===== src/rtl/frame_buf_pkg.sv =====
package frame_buf_pkg;

    ////////////////////////////////////////////////////////////////////////////
    // widths and sizes
    ////////////////////////////////////////////////////////////////////////////

    // one frame byte per beat
    localparam int DATA_W     = 8;
    // frame ring storage
    localparam int RAM_DEPTH  = 2048;
    localparam int ADDR_W     = 11;
    // frame length up to a full ring
    localparam int LEN_W      = 12;

    // descriptor queue
    localparam int DESC_DEPTH = 16;
    localparam int DESC_AW    = 4;

    // output credit counter
    localparam int CREDIT_MAX = 15;
    localparam int CREDIT_W   = 4;

    ////////////////////////////////////////////////////////////////////////////
    // vector types
    ////////////////////////////////////////////////////////////////////////////

    typedef logic [DATA_W-1:0] byte_t;
    typedef logic [ADDR_W-1:0] addr_t;
    typedef logic [LEN_W-1:0]  len_t;
    typedef logic [47:0]       mac_t;
    typedef logic [1:0]        frag_idx_t;
    // bit 0 crc valid, bit 1 mcrc valid
    typedef logic [1:0]        crc_flags_t;

    // only frames to this station are kept
    localparam mac_t STATION_MAC = 48'h00_00_00_ff_ff_ff;

    // smd start codes
    localparam byte_t SMD_S0 = 8'he6;
    localparam byte_t SMD_S1 = 8'h4c;
    localparam byte_t SMD_S2 = 8'h7f;
    localparam byte_t SMD_S3 = 8'hb3;

    // fragment count codes
    localparam byte_t FRAG_C0 = 8'he6;
    localparam byte_t FRAG_C1 = 8'h4c;
    localparam byte_t FRAG_C2 = 8'h7f;
    localparam byte_t FRAG_C3 = 8'hb3;

    ////////////////////////////////////////////////////////////////////////////
    // bundles
    ////////////////////////////////////////////////////////////////////////////

    // per-frame info, 12 bits
    typedef struct packed {
        byte_t      smd_type;
        frag_idx_t  frag_idx;
        crc_flags_t crc_flags;
    } frame_info_t;

    // queued frame, 34 bits
    typedef struct packed {
        frame_info_t info;
        addr_t       first_addr;
        addr_t       last_addr;
    } frame_desc_t;

    // output beat, 9 bits
    typedef struct packed {
        byte_t data;
        logic  last;
    } out_beat_t;

    // read side fsm
    typedef enum logic [1:0] {
        RD_IDLE,
        RD_LOAD,
        RD_STREAM,
        RD_DONE
    } rd_state_t;

endpackage


===== src/rtl/frame_write_ctrl.sv =====
`timescale 1ns/10ps

module frame_write_ctrl (
    input  logic                       i_clk,
    input  logic                       i_rst,
    input  frame_buf_pkg::byte_t       i_post_data,
    input  logic                       i_post_data_vld,
    input  logic                       i_post_last,
    input  logic                       i_crc_err,
    input  frame_buf_pkg::frame_info_t i_info,
    input  logic                       i_mac_match,
    input  logic                       i_fifo_full,
    output frame_buf_pkg::addr_t       o_wr_addr,
    output frame_buf_pkg::byte_t       o_wr_data,
    output logic                       o_wr_en,
    output logic                       o_push,
    output frame_buf_pkg::frame_desc_t o_desc
);

    // address the current input byte lands on
    frame_buf_pkg::addr_t wr_ptr;
    // first address of the frame in progress
    frame_buf_pkg::addr_t r_first;
    frame_buf_pkg::addr_t frame_first;
    logic                 in_frame;
    logic                 last_byte;
    logic                 accept;

    assign last_byte = i_post_data_vld && i_post_last;

    // a one-byte frame starts and ends in the same cycle
    assign frame_first = in_frame ? r_first : wr_ptr;

    // commit rule
    assign accept = i_mac_match && !i_crc_err && !i_fifo_full;

    ////////////////////////////////////////////////////////////////////////////
    // write pointer and frame tracking
    ////////////////////////////////////////////////////////////////////////////

    always_ff @(posedge i_clk or posedge i_rst) begin
        if (i_rst) begin
            wr_ptr   <= '0;
            r_first  <= '0;
            in_frame <= 1'b0;
        end else if (i_post_data_vld) begin
            if (!in_frame) begin
                r_first <= wr_ptr;
            end
            // dropped frame gives its space back
            if (last_byte && !accept) begin
                wr_ptr <= frame_first;
            end else begin
                wr_ptr <= wr_ptr + 1'b1;
            end
            in_frame <= !i_post_last;
        end
    end

    // ram write port, one cycle behind the input
    always_ff @(posedge i_clk or posedge i_rst) begin
        if (i_rst) begin
            o_wr_en <= 1'b0;
        end else begin
            o_wr_en <= i_post_data_vld;
        end
    end

    always_ff @(posedge i_clk) begin
        o_wr_addr <= wr_ptr;
        o_wr_data <= i_post_data;
    end

    ////////////////////////////////////////////////////////////////////////////
    // descriptor push
    ////////////////////////////////////////////////////////////////////////////

    always_ff @(posedge i_clk or posedge i_rst) begin
        if (i_rst) begin
            o_push <= 1'b0;
        end else begin
            o_push <= last_byte && accept;
        end
    end

    always_ff @(posedge i_clk) begin
        if (last_byte) begin
            o_desc.info       <= i_info;
            o_desc.first_addr <= frame_first;
            o_desc.last_addr  <= wr_ptr;
        end
    end

endmodule


===== config.mk =====
export PLATFORM = sky130hd
export DESIGN_NAME = frame_write_ctrl
export DESIGN_NICKNAME = d
export VERILOG_FILES = /design/src/rtl/frame_buf_pkg.sv /design/src/rtl/frame_write_ctrl.sv
export SDC_FILE = /design/constraint.sdc
export NUM_CORES = 1
export LEC_CHECK = 0
export BUFFER_PORTS_ARGS = -buffer_cell sky130_fd_sc_hd__buf_2
export CAP_MARGIN = 20
export CORE_AREA = 2 2 70 105
export CTS_CLUSTER_SIZE = 30
export DETAILED_ROUTE_END_ITERATION = 7
export DIE_AREA = 0 0 72 107
export PLACE_DENSITY_LB_ADDON = 0.08
export SYNTH_ARGS = -nofsm -noshare
export SYNTH_HDL_FRONTEND = slang
export SYNTH_SLANG_ARGS = --single-unit

===== constraint.sdc =====
create_clock -name i_clk -period 2.1 [get_ports i_clk]
set_input_delay 0 -clock i_clk [delete_from_list [all_inputs] [get_ports i_clk]]
set_output_delay 0 -clock i_clk [all_outputs]
set_load 0.03 [all_outputs]

==> impl_metrics.env <==
export IMPL_status="complete, no violations"
export IMPL_yosysTopAreaCellShare=0.374
export IMPL_fin_crit_sh=0.880
export IMPL_max_stage_delay_ps=470
export IMPL_crit_path_start="wr_ptr[0]"
export IMPL_final_common_cell="buf_2"
export IMPL_wirelength_um=5280
export IMPL_syn_to_final_growth_pct=36.1
export IMPL_rsz0062_at_grt="false"
export IMPL_setup_viol=0
export IMPL_total_leakage_power_nw=1.53
export IMPL_synth_top_flop_cell="edfxtp_1"
export IMPL_diodes=0
export IMPL_p_per_area_nw_per_um2=1260
export IMPL_cp_arrival_ps=2120
export IMPL_crit_fanout=8
export IMPL_drtAntennaViolNets=0
export IMPL_ys_ff_latch=78
export IMPL_syn_area_um2=2730
export IMPL_cts_sinks=78
export IMPL_relSlewSlack=0.655
export IMPL_hp_class="in -> reg"
export IMPL_drive_above_1_share=0.428
export IMPL_reg2reg_from="wr_ptr[0]"
export IMPL_antenna_found_initial=0
export IMPL_worstPathRequired_ps=2370
export IMPL_async_reset_ff_frac=0.321
export IMPL_gr_total_overflow=0
export IMPL_htreeDepth=3
export IMPL_hold_viol_final=0
export IMPL_start_util=0.401
export IMPL_max_freq_ghz=0.541
export IMPL_fin_setup_tns_ps=0
export IMPL_cts_buffer_depth=2
export IMPL_grt_first_pass_wirelength_um=8360
export IMPL_wl_per_cell_um=14.1
export IMPL_yosysWarnings=0
export IMPL_worst_path_max_delay_cell="dfrtp_1"
export IMPL_drt_drc_violations_left=0
export IMPL_post_cts_resized=0
export IMPL_avgSynthCellArea_um2=15.5
export IMPL_grt_pass1_vias=1737
export IMPL_drt_iter0_drc=78
export IMPL_skew_ps=11.1
export IMPL_numCtsBuffers=9
export IMPL_syn_inst=176
export IMPL_clk_pin_slew_ps=70
export IMPL_cts_tree="yes"
export IMPL_synth_cell_type_count=39
export IMPL_tightest_slew_ps=517
export IMPL_crit_type="reg -> reg"
export IMPL_core_area_um2=6810
export IMPL_start_kind="register"
export IMPL_nets=320
export IMPL_cp_end_kind="register"
export IMPL_drv_cap=0
export IMPL_cp_cell_sequence="ha_1 > nand4_1 > or3_1 > a21boi_0 > a2bb2oi_1"
export IMPL_syn_nets=204
export IMPL_dp_hpwl_um=3420
export IMPL_whs_ps=113
export IMPL_layout_common_cells="buf_2 (81), edfxtp_1 (34), dfrtp_1 (25)"
export IMPL_dr_pass1_iters=4
export IMPL_vias=1804
export IMPL_clock_latency_ps=350
export IMPL_grt_use_total=0.144
export IMPL_final_max_slew_viol_count=0
export IMPL_place_port_buffers=81
export IMPL_layout_min_cycle_time_ps=1850
export IMPL_vias_per_cell=4.81
export IMPL_fp_row_count=37
export IMPL_io_pins=82
export IMPL_synth_edff_count=34
export IMPL_min_from="i_fifo_full"
export IMPL_synthTopCellsByArea="edfxtp_1 (37%), dfrtp_1 (23%), dfxtp_1 (14%)"
export IMPL_clock_root_buffer="clkbuf_8"
export IMPL_dieHeight_um=107
export IMPL_die_w_um=72
export IMPL_grt_max_degree=34
export IMPL_synth_largest_area_cell="edfxtp_1"
export IMPL_synth_seq_area_share=0.743
export IMPL_peakVddDrop_mv=0.613
export IMPL_place_gp_congestion=0.783
export IMPL_die_area_um2=7700
==> registers in the layout (all words and copies together), names as in the netlist <==
| signal | flops |
|---|---|
| o_wr_addr | 11 |
| o_desc | 34 |
| o_wr_data | 8 |
| o_push | 1 |
| wr_ptr | 11 |
| in_frame | 1 |
| o_wr_en | 1 |
| r_first | 11 |
==> worst max-delay path, delay by kind of cell (launching register included) <==
family | cells | cell delay [ps]
and+or+nand+nor | 2 | 700
DFF | 1 | 470
AOI/OAI and AO/OA | 2 | 360
adders and majority gates | 1 | 250
==> power by group <==
| group | internal [mW] | switching (mW) | total [mW] |
|---|---|---|---|
| Sequential | 2.00 | 0.225 | 2.23 |
| Clock | 0.701 | 0.510 | 1.21 |
| Combinational | 0.476 | 0.743 | 1.22 |
==> cell usage after synthesis (all sizes together) (3+ instances only) <==
| library cell | instances |
|---|---|
| dfrtp | 25 |
| nand3 | 3 |
| nor3 | 3 |
| o21ai | 6 |
| dfxtp | 19 |
| a21oi | 5 |
| edfxtp | 34 |
| nor2 | 12 |
| nand2 | 8 |
| mux2 | 20 |
| inv | 5 |
| buf | 3 |
| clkbuf | 3 |
| o22ai | 3 |
| mux2i | 3 |
==> per-layer routing <==
layer	part of all wire	GRT usage	up-vias
li1	-	-	876
met1	0.43	0.180	847
met2	0.48	0.227	73
met3	0.069	0.0442	8
met4	0.015	0.0687	0
met5	0	0	-
==> final cells by class <==
cell class	instances	area, um^2
clock inverters	4	72.6
repair buffers	111	701
multi-input cells	87	648
well taps	78	97.6
inverters	5	18.8
flip-flops and latches	78	2030
fillers	589	3100
clock buffers	12	145
==> timing repair <==
item / CTS / global route
endpoints found under the hold margin: 46 / 0
setup buffers: 0 / 0
hold buffers: 23 / 0
==> logic make-up after synthesis <==
logic type,synth area share
buffers and inverters,0.0188
flip-flops,0.743
AND/OR/NAND/NOR,0.0698
adder cells (fa/ha/maj),0.00459
XOR/XNOR,0.00321
multiplexers,0.0936
AO/OA/AOI/OAI,0.0666
==> stage by stage <==
| step | instance area [um^2] | util | worst slack [ps] | total power [mW] | cells |
|---|---|---|---|---|---|
| after floorplan | 2730 | - | 505 | 3.09 | 176 |
| after global placement | 3260 | 0.479 | 367 | 3.45 | 336 |
| after detailed placement | 3260 | 0.479 | 287 | 3.46 | 336 |
| after CTS | 3710 | 0.545 | 258 | 4.71 | 375 |
| after global routing | 3710 | 0.545 | 127 | 4.91 | 375 |
| final | 3710 | 0.545 | 253 | 4.66 | 375 |
==> worst paths after layout <==
path / slack [ps] / end / depth (start not counted)
max: 250 / wr_ptr[10] / 5
min: 110 / o_push / 4
max reg2reg: 250 / wr_ptr[10] / 5
min reg2reg: 450 / o_wr_addr[9] / 0
max in group asynchronous: 1590 / wr_ptr[6] / 4
min in group asynchronous: 240 / r_first[2] / 4
Note: power is estimated with default switching activity, not from simulation.
