File: src/rtl/frame_buf_pkg.sv
package frame_buf_pkg;

    ////////////////////////////////////////////////////////////////////////////
    // widths and sizes
    ////////////////////////////////////////////////////////////////////////////

    // one frame byte per beat
    localparam int DATA_W     = 8;
    // frame ring storage
    localparam int RAM_DEPTH  = 2048;
    localparam int ADDR_W     = 11;
    // frame length up to a full ring
    localparam int LEN_W      = 12;

    // descriptor queue
    localparam int DESC_DEPTH = 16;
    localparam int DESC_AW    = 4;

    // output credit counter
    localparam int CREDIT_MAX = 15;
    localparam int CREDIT_W   = 4;

    ////////////////////////////////////////////////////////////////////////////
    // vector types
    ////////////////////////////////////////////////////////////////////////////

    typedef logic [DATA_W-1:0] byte_t;
    typedef logic [ADDR_W-1:0] addr_t;
    typedef logic [LEN_W-1:0]  len_t;
    typedef logic [47:0]       mac_t;
    typedef logic [1:0]        frag_idx_t;
    // bit 0 crc valid, bit 1 mcrc valid
    typedef logic [1:0]        crc_flags_t;

    // only frames to this station are kept
    localparam mac_t STATION_MAC = 48'h00_00_00_ff_ff_ff;

    // smd start codes
    localparam byte_t SMD_S0 = 8'he6;
    localparam byte_t SMD_S1 = 8'h4c;
    localparam byte_t SMD_S2 = 8'h7f;
    localparam byte_t SMD_S3 = 8'hb3;

    // fragment count codes
    localparam byte_t FRAG_C0 = 8'he6;
    localparam byte_t FRAG_C1 = 8'h4c;
    localparam byte_t FRAG_C2 = 8'h7f;
    localparam byte_t FRAG_C3 = 8'hb3;

    ////////////////////////////////////////////////////////////////////////////
    // bundles
    ////////////////////////////////////////////////////////////////////////////

    // per-frame info, 12 bits
    typedef struct packed {
        byte_t      smd_type;
        frag_idx_t  frag_idx;
        crc_flags_t crc_flags;
    } frame_info_t;

    // queued frame, 34 bits
    typedef struct packed {
        frame_info_t info;
        addr_t       first_addr;
        addr_t       last_addr;
    } frame_desc_t;

    // output beat, 9 bits
    typedef struct packed {
        byte_t data;
        logic  last;
    } out_beat_t;

    // read side fsm
    typedef enum logic [1:0] {
        RD_IDLE,
        RD_LOAD,
        RD_STREAM,
        RD_DONE
    } rd_state_t;

endpackage

File: src/rtl/desc_fifo.sv
`timescale 1ns/10ps

module desc_fifo (
    input  logic                       i_clk,
    input  logic                       i_rst,
    input  logic                       i_push,
    input  frame_buf_pkg::frame_desc_t i_desc,
    input  logic                       i_pop,
    output frame_buf_pkg::frame_desc_t o_head,
    output logic                       o_empty,
    output logic                       o_full
);

    frame_buf_pkg::frame_desc_t mem [frame_buf_pkg::DESC_DEPTH];

    logic [frame_buf_pkg::DESC_AW-1:0] wr_ptr;
    logic [frame_buf_pkg::DESC_AW-1:0] rd_ptr;
    // one extra bit to tell full from empty
    logic [frame_buf_pkg::DESC_AW:0]   count;

    // storage
    always_ff @(posedge i_clk) begin
        if (i_push) begin
            mem[wr_ptr] <= i_desc;
        end
    end

    // pointers and fill level
    always_ff @(posedge i_clk or posedge i_rst) begin
        if (i_rst) begin
            wr_ptr <= '0;
            rd_ptr <= '0;
            count  <= '0;
        end else begin
            if (i_push) begin
                wr_ptr <= wr_ptr + 1'b1;
            end
            if (i_pop) begin
                rd_ptr <= rd_ptr + 1'b1;
            end
            case ({i_push, i_pop})
                2'b10:   count <= count + 1'b1;
                2'b01:   count <= count - 1'b1;
                default: count <= count;
            endcase
        end
    end

    // fall-through head
    assign o_head  = mem[rd_ptr];
    assign o_empty = (count == '0);
    assign o_full  = (count == (frame_buf_pkg::DESC_AW + 1)'(frame_buf_pkg::DESC_DEPTH));

endmodule

File: config.mk
export PLATFORM = sky130hd
export DESIGN_NAME = desc_fifo
export DESIGN_NICKNAME = d
export VERILOG_FILES = /design/src/rtl/frame_buf_pkg.sv /design/src/rtl/desc_fifo.sv
export SDC_FILE = /design/constraint.sdc
export NUM_CORES = 1
export LEC_CHECK = 0
export ABC_AREA = 1
export BUFFER_PORTS_ARGS = -buffer_cell sky130_fd_sc_hd__buf_4
export CORE_MARGIN = 2
export CORE_UTILIZATION = 55
export DETAILED_ROUTE_END_ITERATION = 12
export GPL_ROUTABILITY_DRIVEN = 0
export PLACE_DENSITY = 0.76
export SETUP_SLACK_MARGIN = 0.4
export SYNTH_ARGS = -nofsm -noshare
export SYNTH_HDL_FRONTEND = slang
export SYNTH_SLANG_ARGS = --single-unit
File: constraint.sdc
create_clock -name i_clk -period 2.8 [get_ports i_clk]
set_input_delay 0.28 -clock i_clk [delete_from_list [all_inputs] [get_ports i_clk]]
set_output_delay 0.28 -clock i_clk [all_outputs]
set_load 0.02 [all_outputs]
==> results of run 1 <==
[logic make-up (layout without fill, tap and decap cells)]
family / Yosys count / in the layout
xor gates and xnor gates: 8 / 8
AOI/OAI and AO/OA: 289 / 289
DFF: 557 / 557
and+or+nand+nor: 730 / 730
adders and majority gates: 9 / 9
buffers and inverters: 235 / 456
[routing by layer]
| layer | wire length (um) | vias to the layer above |
|---|---|---|
| met1 | 23900 | 7775 |
| met3 | 7530 | 267 |
| met2 | 31900 | 1182 |
| li1 | - | 6845 |
| met4 | 3710 | 2 |
| met5 | 13 | - |
[power groups by stage]
stage	Combinational (W)	Clock, W	Sequential [W]
finish	0.0150	0.00703	0.0105
global route	0.0157	0.00738	0.0105
CTS	0.0130	0.00699	0.0104
detailed placement	0.0100	0	0.0106
global placement	0.00979	0	0.0105
floorplan	0.00686	0	0.0104
[worst min-delay path, delay by kind of cell]
kind                   cells  cell delay (ns)
buffers and inverters      3             1.16
[stage by stage]
step	power, W	setup WS [ns]	cell area, sq um	cells	util
after floorplan	0.0173	0.180	22900	1828	-
after global placement	0.0203	0.550	24200	2369	0.592
after detailed placement	0.0206	0.533	24200	2369	0.592
after CTS	0.0304	0.228	27500	2558	0.672
after global routing	0.0336	0.0722	28400	2581	0.695
final	0.0325	0.108	28400	2581	0.695
[cells in the final DEF (no fill, tap or decap), types with 2 or more instances in the layout]
master	n
nor2_4	33
clkbuf_16	68
nand2_4	2
xor2_1	7
inv_6	5
ha_1	9
buf_16	32
buf_6	35
inv_1	118
dlygate4sd3_1	37
nand2_1	129
nand2_2	23
o211ai_1	38
nand3_2	25
buf_4	84
a21oi_1	11
o21ai_1	92
bufinv_16	3
inv_16	2
nor2_1	295
dfrtp_1	9
edfxtp_1	544
nand3_1	185
o21ai_2	15
o211ai_2	53
buf_8	2
nor2_2	35
clkinv_2	12
o21ai_0	78
dfrtp_4	3
clkinv_1	13
buf_12	24
nand4_1	2
clkbuf_1	14
[timing repair]
| item | 4_1_cts | 5_1_grt |
|---|---|---|
| endpoints found under the setup margin | 34 | 34 |
| hold buffers | 37 | 0 |
| hold endpoints to repair | 561 | 0 |
| pin swaps | 22 | 91 |
| cloned | 29 | 16 |
| resized for setup | 110 | 203 |
| buffers inserted | 23 | 7 |
[worst paths after layout]
check | start | to | slack, ns | cells past startpoint
max | rd_ptr[0]$_DFFE_PP0P_ | o_head[2] | 0.11 | 9
min | i_rst | wr_ptr[3]$_DFFE_PP0P_ | 0.33 | 3
max reg2reg | wr_ptr[1]$_DFFE_PP0P_ | mem[5][32]$_DFFE_PP_ | 0.71 | 5
min reg2reg | count[3]$_DFFE_PP0P_ | count[3]$_DFFE_PP0P_ | 0.54 | 2
max in group asynchronous | i_rst | rd_ptr[1]$_DFFE_PP0P_ | 1.96 | 3
min in group i_clk | i_pop | rd_ptr[0]$_DFFE_PP0P_ | 0.48 | 3
[final cells by class]
type,count,area [sq um]
Clock buffer,69,1430
Clock inverter,31,235
Fill cell,2579,12500
Inverter,122,502
Multi-Input combinational cell,1036,5740
Sequential cell,557,16700
Tap cell,532,666
Timing Repair Buffer,229,3150
Timing Repair inverter,5,55.1
[state kept, by name, indices dropped and copies added, names as in the netlist]
register,flops
mem,544
rd_ptr,4
count,5
wr_ptr,4
==> metrics.md, run 1 <==
| Metric | Value |
|---|---|
| Outcome | finished, final reports clean |
| Post-synth top area share | 0.714 |
| Post-synth EDFFs | 544 |
| Synth area leader | edfxtp_1 |
| Required time of the worst setup path | 2.52 ns |
| Final nets | between 2000 and 2500 |
| Vias/cell | 6.23 |
| Synth Area in Adders | 0.00492 |
| Synth warnings | 0 |
| GRT met1 Usage | 0.385 |
| CTS H-Tree Depth | 2 |
| Clock Tree Buf Depth | 3 |
| Via Count | about 16000 |
| Crit path largest cell delay | approximately 0.46 ns |
| Number of DRC markers in iteration 0 | around 2200 |
| Grt total ovfl | 0 |
| Fin crit period | around 2.7 ns |
| Syn Inst Count | 1828 |
| Skew-Pair Late Insertion Delay | 0.62 ns |
| Detailed Route WL | 67.1 mm |
| Worst IR Drop VDD | between 0.6 and 0.7 mV |
| Type of origin of the critical path | register |
| CTS Sinks | ~560 |
| Share of cells above drive strength 1 | 0.227 |
| CP top delay family | buffers and inverters |
| Synth Area in Simple Gates | 0.132 |
| Clock Power Share | 0.216 |
| Sum Neg Setup Slack | 0 ns |
| GRT met2 Usage | 0.474 |
| Initial antenna violation count | 1 |
| Least-Margin Pin Slew | between 0.6 and 0.7 ns |
| Mean Syn Cell Area | about 13 sq um |
| Count leader, synth | edfxtp_1 |
| First-pass GRT wire length | between 90 and 100 mm |
| Hold_ws | roughly 0.33 ns |
| Internal power | 0.0199 W |
| Vias in the first global route | ~15000 |
| Final slew viol count | 0 |
| Die Y | just over 200 um |
| Max frequency | 371 MHz |
| Final Hold Vio Count | 0 |
| Initial Util | 0.559 |
| CP Cell Sequence | buf_12 > clkinv_16 > buf_4 > buf_16 > o21ai_1 > nand3_1 > nand3_2 > nand2_2 > buf_6 |
| FP Rows | 74 |
| Drt pass-1 iters | 6 |
| Leak pwr | 10.3 nW |
| Clk_skew | between 0.02 and 0.025 ns |
| Post-Syn Area | ~23000 sq um |
| Clock Root Buffer | clkbuf_16 |
| Psw | 0.0126 W |
| CP arrival | about 2.4 ns |
| Sequential power share | 0.322 |
| #FFs+latches synth | 557 |
| Antenna Diode Count | 0 |
| Post-synth ARST share | 0.0233 |
| Worst Hold Class | in -> async |
| Syn-to-layout area delta | 24.3% |
| Synth Area in XOR/XNOR | 0.00306 |
| Largest family of logic cells by synthesized area | simple AND/OR/NAND/NOR gates |
| WS Path Type | reg -> out |
| IO Count | 74 |
| Sequential fraction of the synthesis area | 0.728 |
| Core area | 40900 sq um |
| Global routing's busiest layer | met2 |
| Total track usage | 0.290 |
| DRT antenna net count | 0 |
| Average wire per standard cell | roughly 26 um |
| Total die area | between 40000 and 50000 sq um |
| Final number of setup-violating endpoints | 0 |
| CTS tree | built |
| DP HPWL | roughly 28 mm |
| Critical-path top delay cell | dfrtp_4 |
| Critical Path Sink Type | primary output |
| CP max FO | 7 |
| Net Count, Synth | around 1900 |
| Switching share of power | 0.388 |
| DRC Markers | 0 |
| Largest net degree at the start of global routing | about 70 |
| Synth unique cells | 26 |
| Met3 GRT Util | 0.0568 |
| Max-Cap Viols | 0 |
| Commonest cells in the netlist | 544 x edfxtp_1, 363 x nor2_1, 210 x nand3_1 |
| Die Wd | between 200 and 250 um |
| Final period util | 0.962 |
| Mux share of post-synthesis cell area | 0 |
| Buffers on Ports | 73 |
| Synth area leaders | edfxtp_1 71%, nor2_1 6.0%, nand3_1 4.6%, o21ai_0 3.5%, o211ai_2 2.9% |
| Relative slew slack | 0.554 |
| CP bufs+invs | 5 |
| Logic pwr share | 0.462 |
| RSZ-0062 raised after global routing | yes |
| Pwr/cell area | ~1100 nW/um^2 |
| Clk slew on worst S/H paths | around 0.070 ns |
| Top FF cell, synth | edfxtp_1 |
| CTS Buf Count | 54 |
| Compound-Gate Fraction of Synth Area | 0.0849 |
No activity file was read; power rests on OpenSTA's default activity.
==> run 2, diff against run 1 <==
Clock period 2.8 ns to 2.4 ns, I/O delays scaled along.
==> run 2 against run 1 <==
  * The flow now finishes with violations (negative setup slack)
  * Wire length is 9.1% lower
  * Largest power group unchanged
  * Worst hold slack worse by 0.062 ns
  * Via count is 3.7% lower
  * Non-clock buffer count is 25 lower
  * Critical endpoint is now o_head[23]
  * Largest cell class unchanged
  * Core utilization is 1.7 points lower
==> metrics.md, run 2 (synthesis gave the netlist of run 1 again) <==
| Metric | Value |
|---|---|
| Syn-to-layout area delta | 21.3% |
| CTS Sinks | 557 (unchanged) |
| Critical-path top delay cell | dfrtp_4 |
| Met3 GRT Util | 0.0554 (-0.00136) |
| Max frequency | around 380 MHz |
| Relative slew slack | 0.543 (-0.0103) |
| Clock Power Share | 0.224 (+0.008) |
| GRT met1 Usage | 0.363 (-0.0223) |
| Average wire per standard cell | 23.9 um (-8.0%) |
| Final period util | 1.09 |
| WS Path Type | reg -> out |
| Failing checks | negative setup slack |
| Required time of the worst setup path | 2.16 ns (-0.36 ns) |
| Clock Tree Buf Depth | 3 (unchanged) |
| Largest net degree at the start of global routing | 71 (unchanged) |
| Total die area | 43300 sq um (unchanged) |
| Register name with the most flops | mem |
| Final Power | 0.0362 W (+11%) |
| GRT met2 Usage | 0.454 (-0.0199) |
| Skew-Pair Late Insertion Delay | 0.61 ns (about the same) |
| DRC Markers | 0 (unchanged) |
| Top flop regs | mem x544, count x5 |
| Share of cells above drive strength 1 | 0.192 (-0.0345) |
| Final number of setup-violating endpoints | 34 (+34) |
| CTS H-Tree Depth | 2 (unchanged) |
| Die Y | 208 um (unchanged) |
| Type of origin of the critical path | register |
| Switching share of power | 0.376 (-0.0122) |
| IO Count | 74 (unchanged) |
| Setup slack, reg-to-reg | 0.50 ns (-0.21 ns) |
| Worst IR Drop VDD | 1.02 mV (+51%) |
| Clk slew on worst S/H paths | 0.06 ns (about the same) |
| DRT antenna net count | 0 (unchanged) |
| Internal power | 0.0226 W (+13%) |
| Drt pass-1 iters | 6 (unchanged) |
| Max reg flops | 544 (unchanged) |
| Clock Root Buffer | clkbuf_16 |
| CP max FO | 32 (+25) |
| Total track usage | 0.275 (-0.0144) |
| Least-Margin Pin Slew | 0.685 ns (+0.0161 ns) |
| DP HPWL | 27.2 mm (-3.0%) |
| Core area | 40900 sq um (unchanged) |
| Fin crit period | 2.61 ns |
| Sum Neg Setup Slack | -4.59 ns (-4.59 ns) |
| Sequential power share | 0.334 (+0.012) |
| Global routing's busiest layer | met2 |
| Grt total ovfl | 0 (unchanged) |
| Logic pwr share | 0.442 (-0.020) |
| FP Rows | 74 (unchanged) |
| Number of DRC markers in iteration 0 | 2357 (+9.4%) |
| Die Wd | 208 um (unchanged) |
| Via Count | 15479 (-3.7%) |
| Initial antenna violation count | 1 (unchanged) |
| Final nets | 2024 (-1.4%) |
| Initial Util | 0.559 (unchanged) |
| CTS tree | built |
| Hold_ws | 0.265 ns (-0.0624 ns) |
| First-pass GRT wire length | 90.2 mm (-4.0%) |
| Crit path largest cell delay | 0.51 ns (+0.05 ns) |
| CP Cell Sequence | buf_6 > bufbuf_16 > nor2_1 > nor2_1 > o21ai_0 > nand3_1 > nand3_1 > nand2_1 > buf_6 |
| Psw | 0.0136 W (+7.8%) |
| Antenna Diode Count | 0 (unchanged) |
| Most common cell after layout, fill and taps aside | edfxtp_1 |
| CTS Buf Count | 54 (unchanged) |
| Detailed Route WL | 61.0 mm (-9.1%) |
| Vias/cell | 6.07 (-2.4%) |
| RSZ-0062 raised after global routing | yes |
| Dpl cell area | 24200 sq um (+0.12%) |
| Outcome | finished with violations |
| Final slew viol count | 0 (unchanged) |
| CP arrival | 2.37 ns (-0.04 ns) |
| Pwr/cell area | 1300 nW/um^2 (+14%) |
| Fin area | 27800 sq um (-2.4%) |
| Most frequent cells in the layout | 544 x edfxtp_1, 313 x nor2_1, 198 x nand3_1 |
| Vias in the first global route | 15560 (+0.90%) |
| Max-Cap Viols | 0 (unchanged) |
| Buffers on Ports | 73 (unchanged) |
| Worst Hold Class | in -> async |
| Critical Path Sink Type | primary output |
| Clk_skew | 0.0186 ns (-0.00562 ns) |
| Setup WS pre-CTS | 0.324 ns (-0.209 ns) |
| Final Hold Vio Count | 0 (unchanged) |
| Post-route worst setup slack | -0.208 ns (-0.316 ns) |
| Leak pwr | 10.0 nW (-2.6%) |
run 2: cell count changes in the layout (fill, tap and decap cells not counted), sizes merged:
cell and delta:
buf -23, clkinvlp -1, inv -1, clkinv -7, clkbuf -4, bufbuf +3
run 2: layout make-up:
| type | instances | area [sq um] |
|---|---|---|
| Clock buffer | 70 | 1450 |
| Clock inverter | 25 | 208 |
| Fill cell | 2603 | 13200 |
| Inverter | 122 | 492 |
| Multi-Input combinational cell | 1036 | 5510 |
| Sequential cell | 557 | 16700 |
| Tap cell | 532 | 666 |
| Timing Repair Buffer | 204 | 2740 |
| Timing Repair inverter | 2 | 17.5 |
run 2: timing repair:
item,CTS,global route
gates cloned,21,9
pin swaps,40,36
resized for setup,148,59
setup endpoints to repair,34,43
hold endpoints to repair,564,0
hold buffers,37,0
buffers inserted,13,0
run 2: path summary, 6_finish.rpt:
path | startpoint | end | depth (start not counted)
max in group asynchronous | i_rst | rd_ptr[0]$_DFFE_PP0P_ | 3
hold / removal | i_rst | rd_ptr[1]$_DFFE_PP0P_ | 3
setup / recovery | rd_ptr[0]$_DFFE_PP0P_ | o_head[23] | 9
setup reg to reg | wr_ptr[0]$_DFFE_PP0P_ | mem[6][18]$_DFFE_PP_ | 5
hold reg to reg | count[3]$_DFFE_PP0P_ | count[3]$_DFFE_PP0P_ | 2
min in group i_clk | i_desc[23] | mem[12][23]$_DFFE_PP_ | 2
run 2: routing by layer:
metal  routed length (um)  vias up
met5                   15        -
met4                 2080        2
met3                 6970      182
met2                29900     1027
met1                22000     7490
li1                     -     6778
run 2: worst max-delay path: cells and delay by family, from the launching register on:
family	cells	cell delay (ns)
compound gates	1	0.09
buf+inv	3	0.62
flops	1	0.51
simple gates	5	0.51
run 2: metrics by stage:
stage	utilization	std cells
finish	0.678	2548
global route	0.678	2548
CTS	0.670	2539
detailed placement	0.592	2373
global placement	0.592	2373
floorplan	-	1828
run 2: power groups by stage:
stage,Sequential [W],Combinational [W],Clock (W)
after global placement,0.0122,0.0115,0
after floorplan,0.0121,0.00806,0
final,0.0121,0.0160,0.00810
after CTS,0.0121,0.0150,0.00808
after global routing,0.0121,0.0169,0.00851
after detailed placement,0.0123,0.0118,0
