===== config.mk =====
export PLATFORM = sky130hd
export DESIGN_NAME = frame_read_ctrl
export DESIGN_NICKNAME = d
export VERILOG_FILES = /design/src/rtl/frame_buf_pkg.sv /design/src/rtl/frame_read_ctrl.sv
export SDC_FILE = /design/constraint.sdc
export NUM_CORES = 1
export LEC_CHECK = 0
export BUFFER_PORTS_ARGS = -buffer_cell sky130_fd_sc_hd__buf_2
export CORE_MARGIN = 5
export CORE_UTILIZATION = 45
export DETAILED_ROUTE_END_ITERATION = 10
export HOLD_SLACK_MARGIN = 0.02
export PLACE_DENSITY = 0.77
export SYNTH_ARGS = -nofsm -noshare
export SYNTH_HDL_FRONTEND = slang
export SYNTH_SLANG_ARGS = --single-unit

===== constraint.sdc =====
create_clock -name i_clk -period 2.9 [get_ports i_clk]
set_input_delay 0.29 -clock i_clk [delete_from_list [all_inputs] [get_ports i_clk]]
set_output_delay 0.29 -clock i_clk [all_outputs]
set_load 0.05 [all_outputs]

===== src/rtl/frame_buf_pkg.sv =====
package frame_buf_pkg;

    ////////////////////////////////////////////////////////////////////////////
    // widths and sizes
    ////////////////////////////////////////////////////////////////////////////

    // one frame byte per beat
    localparam int DATA_W     = 8;
    // frame ring storage
    localparam int RAM_DEPTH  = 2048;
    localparam int ADDR_W     = 11;
    // frame length up to a full ring
    localparam int LEN_W      = 12;

    // descriptor queue
    localparam int DESC_DEPTH = 16;
    localparam int DESC_AW    = 4;

    // output credit counter
    localparam int CREDIT_MAX = 15;
    localparam int CREDIT_W   = 4;

    ////////////////////////////////////////////////////////////////////////////
    // vector types
    ////////////////////////////////////////////////////////////////////////////

    typedef logic [DATA_W-1:0] byte_t;
    typedef logic [ADDR_W-1:0] addr_t;
    typedef logic [LEN_W-1:0]  len_t;
    typedef logic [47:0]       mac_t;
    typedef logic [1:0]        frag_idx_t;
    // bit 0 crc valid, bit 1 mcrc valid
    typedef logic [1:0]        crc_flags_t;

    // only frames to this station are kept
    localparam mac_t STATION_MAC = 48'h00_00_00_ff_ff_ff;

    // smd start codes
    localparam byte_t SMD_S0 = 8'he6;
    localparam byte_t SMD_S1 = 8'h4c;
    localparam byte_t SMD_S2 = 8'h7f;
    localparam byte_t SMD_S3 = 8'hb3;

    // fragment count codes
    localparam byte_t FRAG_C0 = 8'he6;
    localparam byte_t FRAG_C1 = 8'h4c;
    localparam byte_t FRAG_C2 = 8'h7f;
    localparam byte_t FRAG_C3 = 8'hb3;

    ////////////////////////////////////////////////////////////////////////////
    // bundles
    ////////////////////////////////////////////////////////////////////////////

    // per-frame info, 12 bits
    typedef struct packed {
        byte_t      smd_type;
        frag_idx_t  frag_idx;
        crc_flags_t crc_flags;
    } frame_info_t;

    // queued frame, 34 bits
    typedef struct packed {
        frame_info_t info;
        addr_t       first_addr;
        addr_t       last_addr;
    } frame_desc_t;

    // output beat, 9 bits
    typedef struct packed {
        byte_t data;
        logic  last;
    } out_beat_t;

    // read side fsm
    typedef enum logic [1:0] {
        RD_IDLE,
        RD_LOAD,
        RD_STREAM,
        RD_DONE
    } rd_state_t;

endpackage


===== src/rtl/frame_read_ctrl.sv =====
`timescale 1ns/10ps

module frame_read_ctrl (
    input  logic                       i_clk,
    input  logic                       i_rst,
    input  frame_buf_pkg::frame_desc_t i_head,
    input  logic                       i_empty,
    input  logic                       i_credit,
    input  frame_buf_pkg::byte_t       i_rd_data,
    output logic                       o_pop,
    output logic                       o_rd_en,
    output frame_buf_pkg::addr_t       o_rd_addr,
    output frame_buf_pkg::out_beat_t   o_beat,
    output logic                       o_valid,
    output frame_buf_pkg::frame_info_t o_user,
    output frame_buf_pkg::len_t        o_len
);

    frame_buf_pkg::rd_state_t           state;
    logic [frame_buf_pkg::CREDIT_W-1:0] credit;
    frame_buf_pkg::addr_t               rd_addr;
    frame_buf_pkg::addr_t               last_addr;
    logic                               rd_issue;
    logic                               rd_last;
    logic                               credit_inc;
    // read enable and last flag lined up with ram data
    logic                               r_rd_vld;
    logic                               r_rd_last;

    // one read per credit
    assign rd_issue   = (state == frame_buf_pkg::RD_STREAM) && (credit != '0);
    assign rd_last    = rd_issue && (rd_addr == last_addr);
    assign credit_inc = i_credit &&
        (credit != frame_buf_pkg::CREDIT_W'(frame_buf_pkg::CREDIT_MAX));

    assign o_pop     = (state == frame_buf_pkg::RD_LOAD);
    assign o_rd_en   = rd_issue;
    assign o_rd_addr = rd_addr;

    ////////////////////////////////////////////////////////////////////////////
    // credit counter
    ////////////////////////////////////////////////////////////////////////////

    always_ff @(posedge i_clk or posedge i_rst) begin
        if (i_rst) begin
            credit <= '0;
        end else begin
            // saturates at the top, a read spends one
            case ({credit_inc, rd_issue})
                2'b10:   credit <= credit + 1'b1;
                2'b01:   credit <= credit - 1'b1;
                default: credit <= credit;
            endcase
        end
    end

    ////////////////////////////////////////////////////////////////////////////
    // fsm
    ////////////////////////////////////////////////////////////////////////////

    always_ff @(posedge i_clk or posedge i_rst) begin
        if (i_rst) begin
            state     <= frame_buf_pkg::RD_IDLE;
            rd_addr   <= '0;
            last_addr <= '0;
            o_user    <= '0;
            o_len     <= '0;
        end else begin
            case (state)
                // wait for a committed frame
                frame_buf_pkg::RD_IDLE: begin
                    if (!i_empty) begin
                        state <= frame_buf_pkg::RD_LOAD;
                    end
                end
                // take the head, pop fires this cycle
                frame_buf_pkg::RD_LOAD: begin
                    rd_addr   <= i_head.first_addr;
                    last_addr <= i_head.last_addr;
                    o_user    <= i_head.info;
                    // length modulo the ring
                    o_len     <= frame_buf_pkg::len_t'(frame_buf_pkg::addr_t'(
                                 i_head.last_addr - i_head.first_addr)) + 1'b1;
                    state     <= frame_buf_pkg::RD_STREAM;
                end
                // walk the frame while credit lasts
                frame_buf_pkg::RD_STREAM: begin
                    if (rd_issue) begin
                        rd_addr <= rd_addr + 1'b1;
                        if (rd_last) begin
                            state <= frame_buf_pkg::RD_DONE;
                        end
                    end
                end
                // final beat leaves the ram here
                frame_buf_pkg::RD_DONE: begin
                    state <= frame_buf_pkg::RD_IDLE;
                end
                default: begin
                    state <= frame_buf_pkg::RD_IDLE;
                end
            endcase
        end
    end

    // one cycle delay to match the ram read
    always_ff @(posedge i_clk or posedge i_rst) begin
        if (i_rst) begin
            r_rd_vld  <= 1'b0;
            r_rd_last <= 1'b0;
        end else begin
            r_rd_vld  <= rd_issue;
            r_rd_last <= rd_last;
        end
    end

    assign o_valid     = r_rd_vld;
    // zero data between beats
    assign o_beat.data = r_rd_vld ? i_rd_data : '0;
    assign o_beat.last = r_rd_last;

endmodule


==> run_results.csv, run 1 <==
group,metric,value,unit
outcome,outcome,"completed",
synth,yosysSeqAreaShare,0.402,
global_routing,antenna_found_initial,0,
setup_path,cp_data_required_time,3.14,ns
finish,diodes,0,
pwr,power,4.75,mW
synth,postSynthAreaPerCell,10.1,µm²
finish,design_area,4080,µm²
clocking,cts_max_path_buffers,2,
floorplanning,core_area,7250,µm²
sta,min_period,2.42,ns
finish,n_fill_cell,650,
floorplanning,die_h,96.4,µm
setup_path,critical_path_buf_inv_count,3,
sta,setup_violations,0,
finish,nNetsFinal,498,
placement,post-dp-hpwl,6.33,mm
floorplanning,num_rows,31,
flow_run,drv_cap,0,
setup_path,critPathTopFamily,"simple AND/OR/NAND/NOR gates",
sta,min_period_over_period,0.835,
clocking,postCtsSetupRepairBufs,0,
clocking,numCtsBuffers,5,
sta,tightest_slew,0.717,ns
synth,postSynthCellCount,333,
sta,skew,0.00925,ns
synth,synth_edf_count,0,
detailed_routing,drc,0,
setup_path,path_depth,11,
clocking,cts.sinks,54,
pwr,powerDensity,1170,nW/µm²
setup_path,cp_common_cell,"inv_1",
clocking,cts_root_buf,"clkbuf_8",
synth,ys_ff_latch,54,
sta,hold_viol,0,
setup_path,path_class,"in -> reg",
synth,syn_area,3360,µm²
min_path,worstHoldPathType,"in -> reg",
sta,slew_violations,0,
clocking,cts_tree,"yes",
sta,setup_tns,0,ns
synth,synth_top_area_frac,0.402,
synth,async_flop_share,1.00,
synth,yosys.area.top_type,"dfrtp_1",
global_routing,grt_overflow,0,
setup_path,start_kind,"input port",
setup_path,crit_arrival,2.66,ns
placement,dpl_cell_area,3980,µm²
sta,fmax,0.413,GHz
detailed_routing,drtIter0Drc,129,
global_routing,grt_max_degree,32,
synth,netlist_top_cells_area,"dfrtp_1 40%, mux2_2 8.0%, ha_1 7.1%",
synth,syn_nets,400,
setup_path,critPathSlowestCell,"or4_1",
finish,final_layout_size_suffix_gt1_frac,0.329,
synth,synth_ff_type,"dfrtp_1",
floorplanning,die_w,96.4,µm
global_routing,grt_pass1_wl,13.0,mm
clocking,cts.clk_slew.worst_paths,0.10,ns
setup_path,cpPeakStageDelay,0.55,ns
pwr,max-vdd-ir-drop,0.586,mV
finish,syn_to_final_growth,21.3,%
global_routing,grt_util_all_layers,0.178,
synth,ys_types,53,
detailed_routing,ant_nets,0,
placement,routabilityCongestion,0.908,
floorplanning,initial_core_util,0.463,
placement,port_buffers,92,
setup_path,path_cells,"buf_2 -> inv_1 -> ha_1 -> inv_1 -> fa_1 -> a211oi_2 -> nor2_1 -> o221ai_1 -> nand4_1 -> or4_1 -> a31oi_1",
sta,slew_headroom,0.522,
synth,ys_warn_count,0,
setup_path,worstPathMaxFanout,4,
detailed_routing,viasPerCell,5.40,
detailed_routing,routedWlPerCell,15.0,µm
setup_path,ff2ff_path_depth,8,
clocking,clock_latency,0.31,ns
detailed_routing,wl,7.95,mm
detailed_routing,dr.pass1.iters,4,
detailed_routing,vias,2870,
clocking,htreeDepth,2,
floorplanning,die-area,9300,µm²
global_routing,grt_pass1_vias,2842,
floorplanning,pin_count,93,
pwr,p_leak,1.92,nW
min_path,hold_depth,2,
finish,utilization,0.562,
setup_path,end_kind,"flop",
sta,rsz0062_at_grt,"false",
-- cell families after synthesis --
family,share of synthesized area
AO/OA/AOI/OAI,0.159
buffers and inverters,0.0417
AND/OR/NAND/NOR,0.143
flip-flops,0.402
multiplexers,0.0931
XOR/XNOR,0.0782
adder cells (fa/ha/maj),0.0827
-- worst paths after layout --
| check | startpoint | end | slack, ns |
|---|---|---|---|
| setup / recovery | i_head[0] | o_len[10] | 0.48 |
| hold / removal | i_head[33] | o_user[11] | 0.18 |
| min in group asynchronous | i_rst | last_addr[0] | 0.54 |
| hold reg to reg | o_user[11] | o_user[11] | 0.49 |
| max in group asynchronous | i_rst | last_addr[1] | 1.58 |
| setup reg to reg | credit[0] | credit[3] | 0.51 |
-- Yosys cell counts (all sizes together), types with 6 or more instances --
cell / number
dfrtp: 54
mux2: 26
inv: 23
xor2: 23
a21oi: 22
nor2: 22
ha: 19
nand2: 18
a211oi: 11
and2: 10
nand3: 10
clkbuf: 8
o21ai: 8
nand4: 7
xnor2: 7
nor2b: 6
-- report_power, final --
part           total, mW  switching [mW]  internal [mW]
clock              0.440           0.264          0.176
sequential          1.44           0.319           1.12
combinational       2.87            1.89          0.977
-- cells in the final DEF (no fill, tap or decap), types with 9 or more instances in the layout --
cell type / instances
dfrtp_1: 54
a211oi_1: 9
buf_4: 11
nand2_1: 18
a21oi_1: 22
nand3_1: 10
inv_1: 22
mux2_2: 24
ha_1: 18
xor2_1: 23
buf_2: 92
nor2_1: 22
and2_1: 10
-- what timing repair did --
action                                 in CTS  in global routing
gates resized for setup                     0                  0
hold buffers                                1                  0
endpoints found under the hold margin      17                  0
-- sequential cells by signal, indices dropped and copies added (netlist names) --
| name | flops |
|---|---|
| last_addr | 11 |
| r_rd_last | 1 |
| o_valid | 1 |
| credit | 4 |
| o_user | 12 |
| o_rd_addr | 11 |
| state | 2 |
| o_len | 12 |
-- cell type report --
| class | instances | area [µm²] | share of cell area |
|---|---|---|---|
| Multi-Input combinational cell | 243 | 1870 | 0.459 |
| Clock buffer | 6 | 72.6 | 0.0178 |
| Clock inverter | 2 | 17.5 | 0.00430 |
| Timing Repair Buffer | 104 | 553 | 0.136 |
| Inverter | 23 | 86.3 | 0.0212 |
| Sequential cell | 54 | 1350 | 0.331 |
| Tap cell | 99 | 124 | 0.0304 |
-- per-stage QoR --
stage | hold WS (ns) | instances | setup slack [ns]
floorplan | 0.425 | 333 | 0.269
finish | 0.184 | 531 | 0.478
CTS | 0.181 | 531 | 0.475
global placement | 0.345 | 522 | 0.212
global route | 0.182 | 531 | 0.364
detailed placement | 0.358 | 522 | 0.154
-- metal layers --
| metal | routed length (µm) | track usage | vias to the layer above |
|---|---|---|---|
| li1 | - | - | 1380 |
| met1 | 3340 | 0.223 | 1376 |
| met2 | 3750 | 0.294 | 97 |
| met3 | 643 | 0.0473 | 17 |
| met4 | 217 | 0.0701 | 0 |
| met5 | 0 | 0 | - |
Note: power is estimated with default switching activity, not from simulation.
==> inputs of run 2 (changes only) <==
==> constraint.sdc (replaced) <==
create_clock -name i_clk -period 2.35 [get_ports i_clk]
set_input_delay 0.235 -clock i_clk [delete_from_list [all_inputs] [get_ports i_clk]]
set_output_delay 0.235 -clock i_clk [all_outputs]
set_load 0.05 [all_outputs]
==> run_results.csv, run 2 (synthesis gave the netlist of run 1 again) <==
group,metric,value,unit
sta,min_period_over_period,0.986,
global_routing,grt_pass1_vias,2963,
placement,routabilityCongestion,0.924,
pwr,swShare,0.514,
detailed_routing,ant_nets,0,
floorplanning,die_w,96.4,µm
outcome,outcome,"completed",
detailed_routing,wl,8.42,mm
setup_path,worstPathMaxFanout,3,
setup_path,crit_arrival,2.55,ns
pwr,seq_power_share,0.295,
placement,dpl_cell_area,4240,µm²
finish,diodes,0,
clocking,htreeDepth,2,
flow_run,drv_cap,0,
global_routing,grt_util_all_layers,0.190,
sta,skew,0.00553,ns
detailed_routing,dr.pass1.iters,4,
clocking,clock_latency,0.30,ns
setup_path,path_class,"in -> reg",
detailed_routing,drc,0,
detailed_routing,vias,2965,
floorplanning,num_rows,31,
global_routing,antenna_found_initial,0,
min_path,worstHoldPathType,"in -> reg",
global_routing,grt_max_degree,35,
detailed_routing,drtIter0Drc,125,
pwr,p_leak,2.07,nW
setup_path,end_kind,"flop",
sta,slew_violations,0,
sta,fmax,0.432,GHz
floorplanning,die_h,96.4,µm
clocking,cts_root_buf,"clkbuf_8",
setup_path,start_kind,"input port",
clocking,cts_tree,"yes",
pwr,power_frac_comb,0.613,
clocking,cts.clk_slew.worst_paths,0.10,ns
floorplanning,core_area,7250,µm²
placement,port_buffers,92,
sta,setup_violations,0,
sta,whs,0.149,ns
pwr,p_int,2.94,mW
finish,syn_to_final_growth,30.2,%
sta,slew_headroom,0.688,
sta,tightest_slew,0.464,ns
placement,post-dp-hpwl,6.66,mm
finish,reg.largest.list,"o_len (12), o_user (12)",
floorplanning,pin_count,93,
setup_path,cp_data_required_time,2.58,ns
setup_path,r2r_setup_slack,0.10,ns
finish,final_layout_size_suffix_gt1_frac,0.388,
floorplanning,die-area,9300,µm²
detailed_routing,routedWlPerCell,15.1,µm
pwr,max-vdd-ir-drop,0.898,mV
clocking,numCtsBuffers,5,
clocking,cts.sinks,54,
sta,hold_viol,0,
finish,nNetsFinal,525,
pwr,power.switching,3.10,mW
pwr,powerDensity,1380,nW/µm²
sta,rsz0062_at_grt,"true",
floorplanning,initial_core_util,0.463,
global_routing,grt_overflow,0,
detailed_routing,viasPerCell,5.31,
finish,final_cell_mix,"91 x buf_2, 54 x dfrtp_1, 36 x buf_4",
finish,design_area,4380,µm²
pwr,clkPwrFrac,0.092,
finish,final_common_cell,"buf_2",
sta,min_period,2.32,ns
clocking,cts_max_path_buffers,2,
global_routing,grt_pass1_wl,14.0,mm
==> run 2: worst paths after layout <==
check | startpoint | end | depth (start not counted)
max | i_head[0] | o_len[10] | 11
min | i_head[23] | o_user[1] | 2
max reg2reg | credit[3] | credit[3] | 8
min reg2reg | o_user[3] | o_user[3] | 1
max in group asynchronous | i_rst | o_len[10] | 4
min in group asynchronous | i_rst | o_user[5] | 3
==> run 2: timing repair <==
action | 4_1_cts | 5_1_grt
pin swaps | 5 | 7
setup buffers | 1 | 0
cloned | 0 | 0
endpoints found under the setup margin | 2 | 3
resized for setup | 2 | 5
endpoints found under the hold margin | 18 | 0
hold buffers | 1 | 0
==> run 2: layer usage <==
metal  part of all wire  global-route usage
met1               0.44               0.264
met5                  0                   0
met4              0.011              0.0537
met3              0.081              0.0302
met2               0.46               0.307
==> run 2: per-stage QoR <==
stage | utilization | power, mW | setup TNS (ns) | std cells | setup slack [ns]
2_1_floorplan | - | 4.53 | -0.104 | 333 | -0.104
3_3_place_gp | 0.584 | 5.38 | -0.793 | 548 | -0.271
3_5_place_dp | 0.584 | 5.49 | -1.16 | 548 | -0.354
4_1_cts | 0.600 | 6.06 | 0 | 558 | 0.0230
5_1_grt | 0.603 | 6.48 | -0.0729 | 558 | -0.0376
6_report | 0.603 | 6.05 | 0 | 558 | 0.0331
==> run 2: area by class of cell <==
class,instances,area (µm²)
sequential,54,1350
inverter,23,98.8
tap,99,124
fill,633,2880
clock inverter,2,12.5
timing repair buffer,131,787
multi-input combinational,243,1920
clock buffer,6,82.6
==> run 2: worst max-delay path, cell delays in order <==
cell and delay [ns]:
buf_12 0.11, inv_12 0.04, ha_4 0.11, inv_2 0.04
fa_2 0.41, a211oi_4 0.34, nor2_4 0.09, o311ai_4 0.30
o2111ai_4 0.17, or4_1 0.53, a31oi_1 0.17
==> run 2: power by group through the flow <==
stage,registers [mW],logic (mW),clock network (mW)
floorplan,2.73,1.80,0
global placement,1.77,3.61,0
detailed placement,1.80,3.70,0
CTS,1.79,3.72,0.564
global route,1.86,4.01,0.613
finish,1.79,3.70,0.557
==> inputs of run 3 (changes only) <==
==> constraint.sdc (replaced) <==
create_clock -name i_clk -period 2.35 [get_ports i_clk]
set_input_delay 0.235 -clock i_clk [delete_from_list [all_inputs] [get_ports i_clk]]
set_output_delay 0.235 -clock i_clk [all_outputs]
set_load 0.02 [all_outputs]
==> run_results.csv, run 3 (synthesis gave the netlist of run 1 again) <==
group,metric,value,unit
outcome,outcome,"finished, violations left",
outcome,violations,"hold timing",
floorplanning,initial_core_util,0.463,
floorplanning,num_rows,31,
sta,slew_headroom,0.572,
pwr,clkPwrFrac,0.118,
floorplanning,die-area,9300,µm²
placement,place_ws,-0.366,ns
pwr,powerDensity,1220,nW/µm²
sta,slew_violations,0,
finish,nNetsFinal,525,
clocking,cts.clk_slew.worst_paths,0.10,ns
finish,final_common_cell,"buf_2",
floorplanning,core_area,7250,µm²
pwr,power_frac_comb,0.547,
setup_path,end_kind,"flop",
placement,dp.cells,547,
finish,design_area,4380,µm²
detailed_routing,vias,2989,
detailed_routing,ant_nets,0,
floorplanning,die_w,96.4,µm
detailed_routing,wl,8.73,mm
setup_path,start_kind,"input port",
pwr,p_int,3.00,mW
global_routing,grt_max_degree,29,
finish,diodes,0,
global_routing,antenna_found_initial,0,
finish,final_layout_size_suffix_gt1_frac,0.386,
floorplanning,die_h,96.4,µm
placement,dpl_cell_area,4220,µm²
detailed_routing,viasPerCell,5.36,
setup_path,worstPathMaxFanout,3,
clocking,htreeDepth,2,
floorplanning,pin_count,93,
min_path,worstHoldPathType,"in -> async",
detailed_routing,routedWlPerCell,15.7,µm
placement,post-dp-hpwl,6.85,mm
clocking,cts_root_buf,"clkbuf_8",
placement,port_buffers,92,
global_routing,grt_overflow,0,
finish,reg.largest.list,"o_len (12), o_user (12)",
flow_run,drv_cap,0,
pwr,max-vdd-ir-drop,0.540,mV
setup_path,crit_arrival,2.56,ns
finish,final_cell_mix,"91 x buf_2, 54 x dfrtp_1, 38 x buf_4",
setup_path,cp_data_required_time,2.58,ns
detailed_routing,dr.pass1.iters,4,
sta,layout_setup_ws,0.0212,ns
sta,skew,0.00978,ns
sta,tightest_slew,0.642,ns
clocking,numCtsBuffers,5,
setup_path,path_class,"in -> reg",
clocking,cts_tree,"yes",
finish,stdcell_count,558,
sta,min_period,2.33,ns
sta,setup_violations,0,
sta,fmax,0.429,GHz
clocking,cts.sinks,54,
finish,syn_to_final_growth,30.2,%
global_routing,grt_util_all_layers,0.192,
sta,min_period_over_period,0.991,
pwr,p_leak,2.08,nW
clocking,clock_latency,0.31,ns
global_routing,grt_pass1_wl,14.0,mm
pwr,power.switching,2.33,mW
global_routing,grt_pass1_vias,2992,
detailed_routing,drc,0,
placement,routabilityCongestion,0.873,
pwr,swShare,0.437,
detailed_routing,drtIter0Drc,174,
pwr,seq_power_share,0.335,
clocking,cts_max_path_buffers,2,
sta,hold_viol,3,
sta,whs,-0.000304,ns
sta,rsz0062_at_grt,"true",
-- run 3: path summary, 6_finish.rpt --
check                       endpoint  depth (start not counted)       start  slack (ns)
setup / recovery           o_len[10]                         11   i_head[0]        0.02
hold / removal             credit[3]                          2       i_rst     -0.0003
setup reg to reg           credit[3]                          8   credit[0]        0.07
hold reg to reg            o_user[3]                          1   o_user[3]        0.49
max in group asynchronous   o_len[6]                          3       i_rst        1.77
min in group i_clk         o_user[3]                          2  i_head[25]        0.14
-- run 3: layout make-up --
class | count | area [µm²]
inverter | 23 | 98.8
tap | 99 | 124
fill | 628 | 2880
clock inverter | 1 | 30.0
sequential | 54 | 1350
timing repair buffer | 131 | 781
multi-input combinational | 243 | 1920
clock buffer | 7 | 76.3
-- run 3: metrics by stage --
| step | total power [mW] | setup TNS, ns | util |
|---|---|---|---|
| floorplan | 3.75 | -0.104 | - |
| global placement | 4.57 | -0.805 | 0.582 |
| detailed placement | 4.69 | -1.32 | 0.582 |
| CTS | 5.34 | 0 | 0.599 |
| global route | 5.69 | -0.0721 | 0.603 |
| finish | 5.32 | 0 | 0.603 |
-- run 3: power groups by stage --
stage,Sequential [mW],Clock (mW),Combinational (mW)
6_report,1.78,0.629,2.91
5_1_grt,1.85,0.681,3.17
4_1_cts,1.78,0.643,2.91
3_5_place_dp,1.79,0,2.89
3_3_place_gp,1.77,0,2.80
2_1_floorplan,2.06,0,1.68
-- run 3: per-layer routing --
| layer | GRT usage | wire [µm] |
|---|---|---|
| met1 | 0.244 | 3760 |
| met2 | 0.326 | 4300 |
| met5 | 0 | 0 |
| met4 | 0.0631 | 152 |
| met3 | 0.0380 | 521 |
-- run 3: repair_timing --
action                                  4_1_cts  5_1_grt
setup buffers                                 1        2
endpoints found under the setup margin        2        3
gates resized for setup                       2        7
hold buffers                                  0        0
pin swaps                                     2        8
-- run 3: critical path, cell delays in order --
cell       delay, ns
buf_12          0.11
inv_12          0.04
ha_4            0.11
inv_2           0.03
fa_2            0.36
a211oi_4        0.35
nor2_4          0.10
o311ai_4        0.34
o2111ai_4       0.17
or4_1           0.55
a31oi_1         0.17
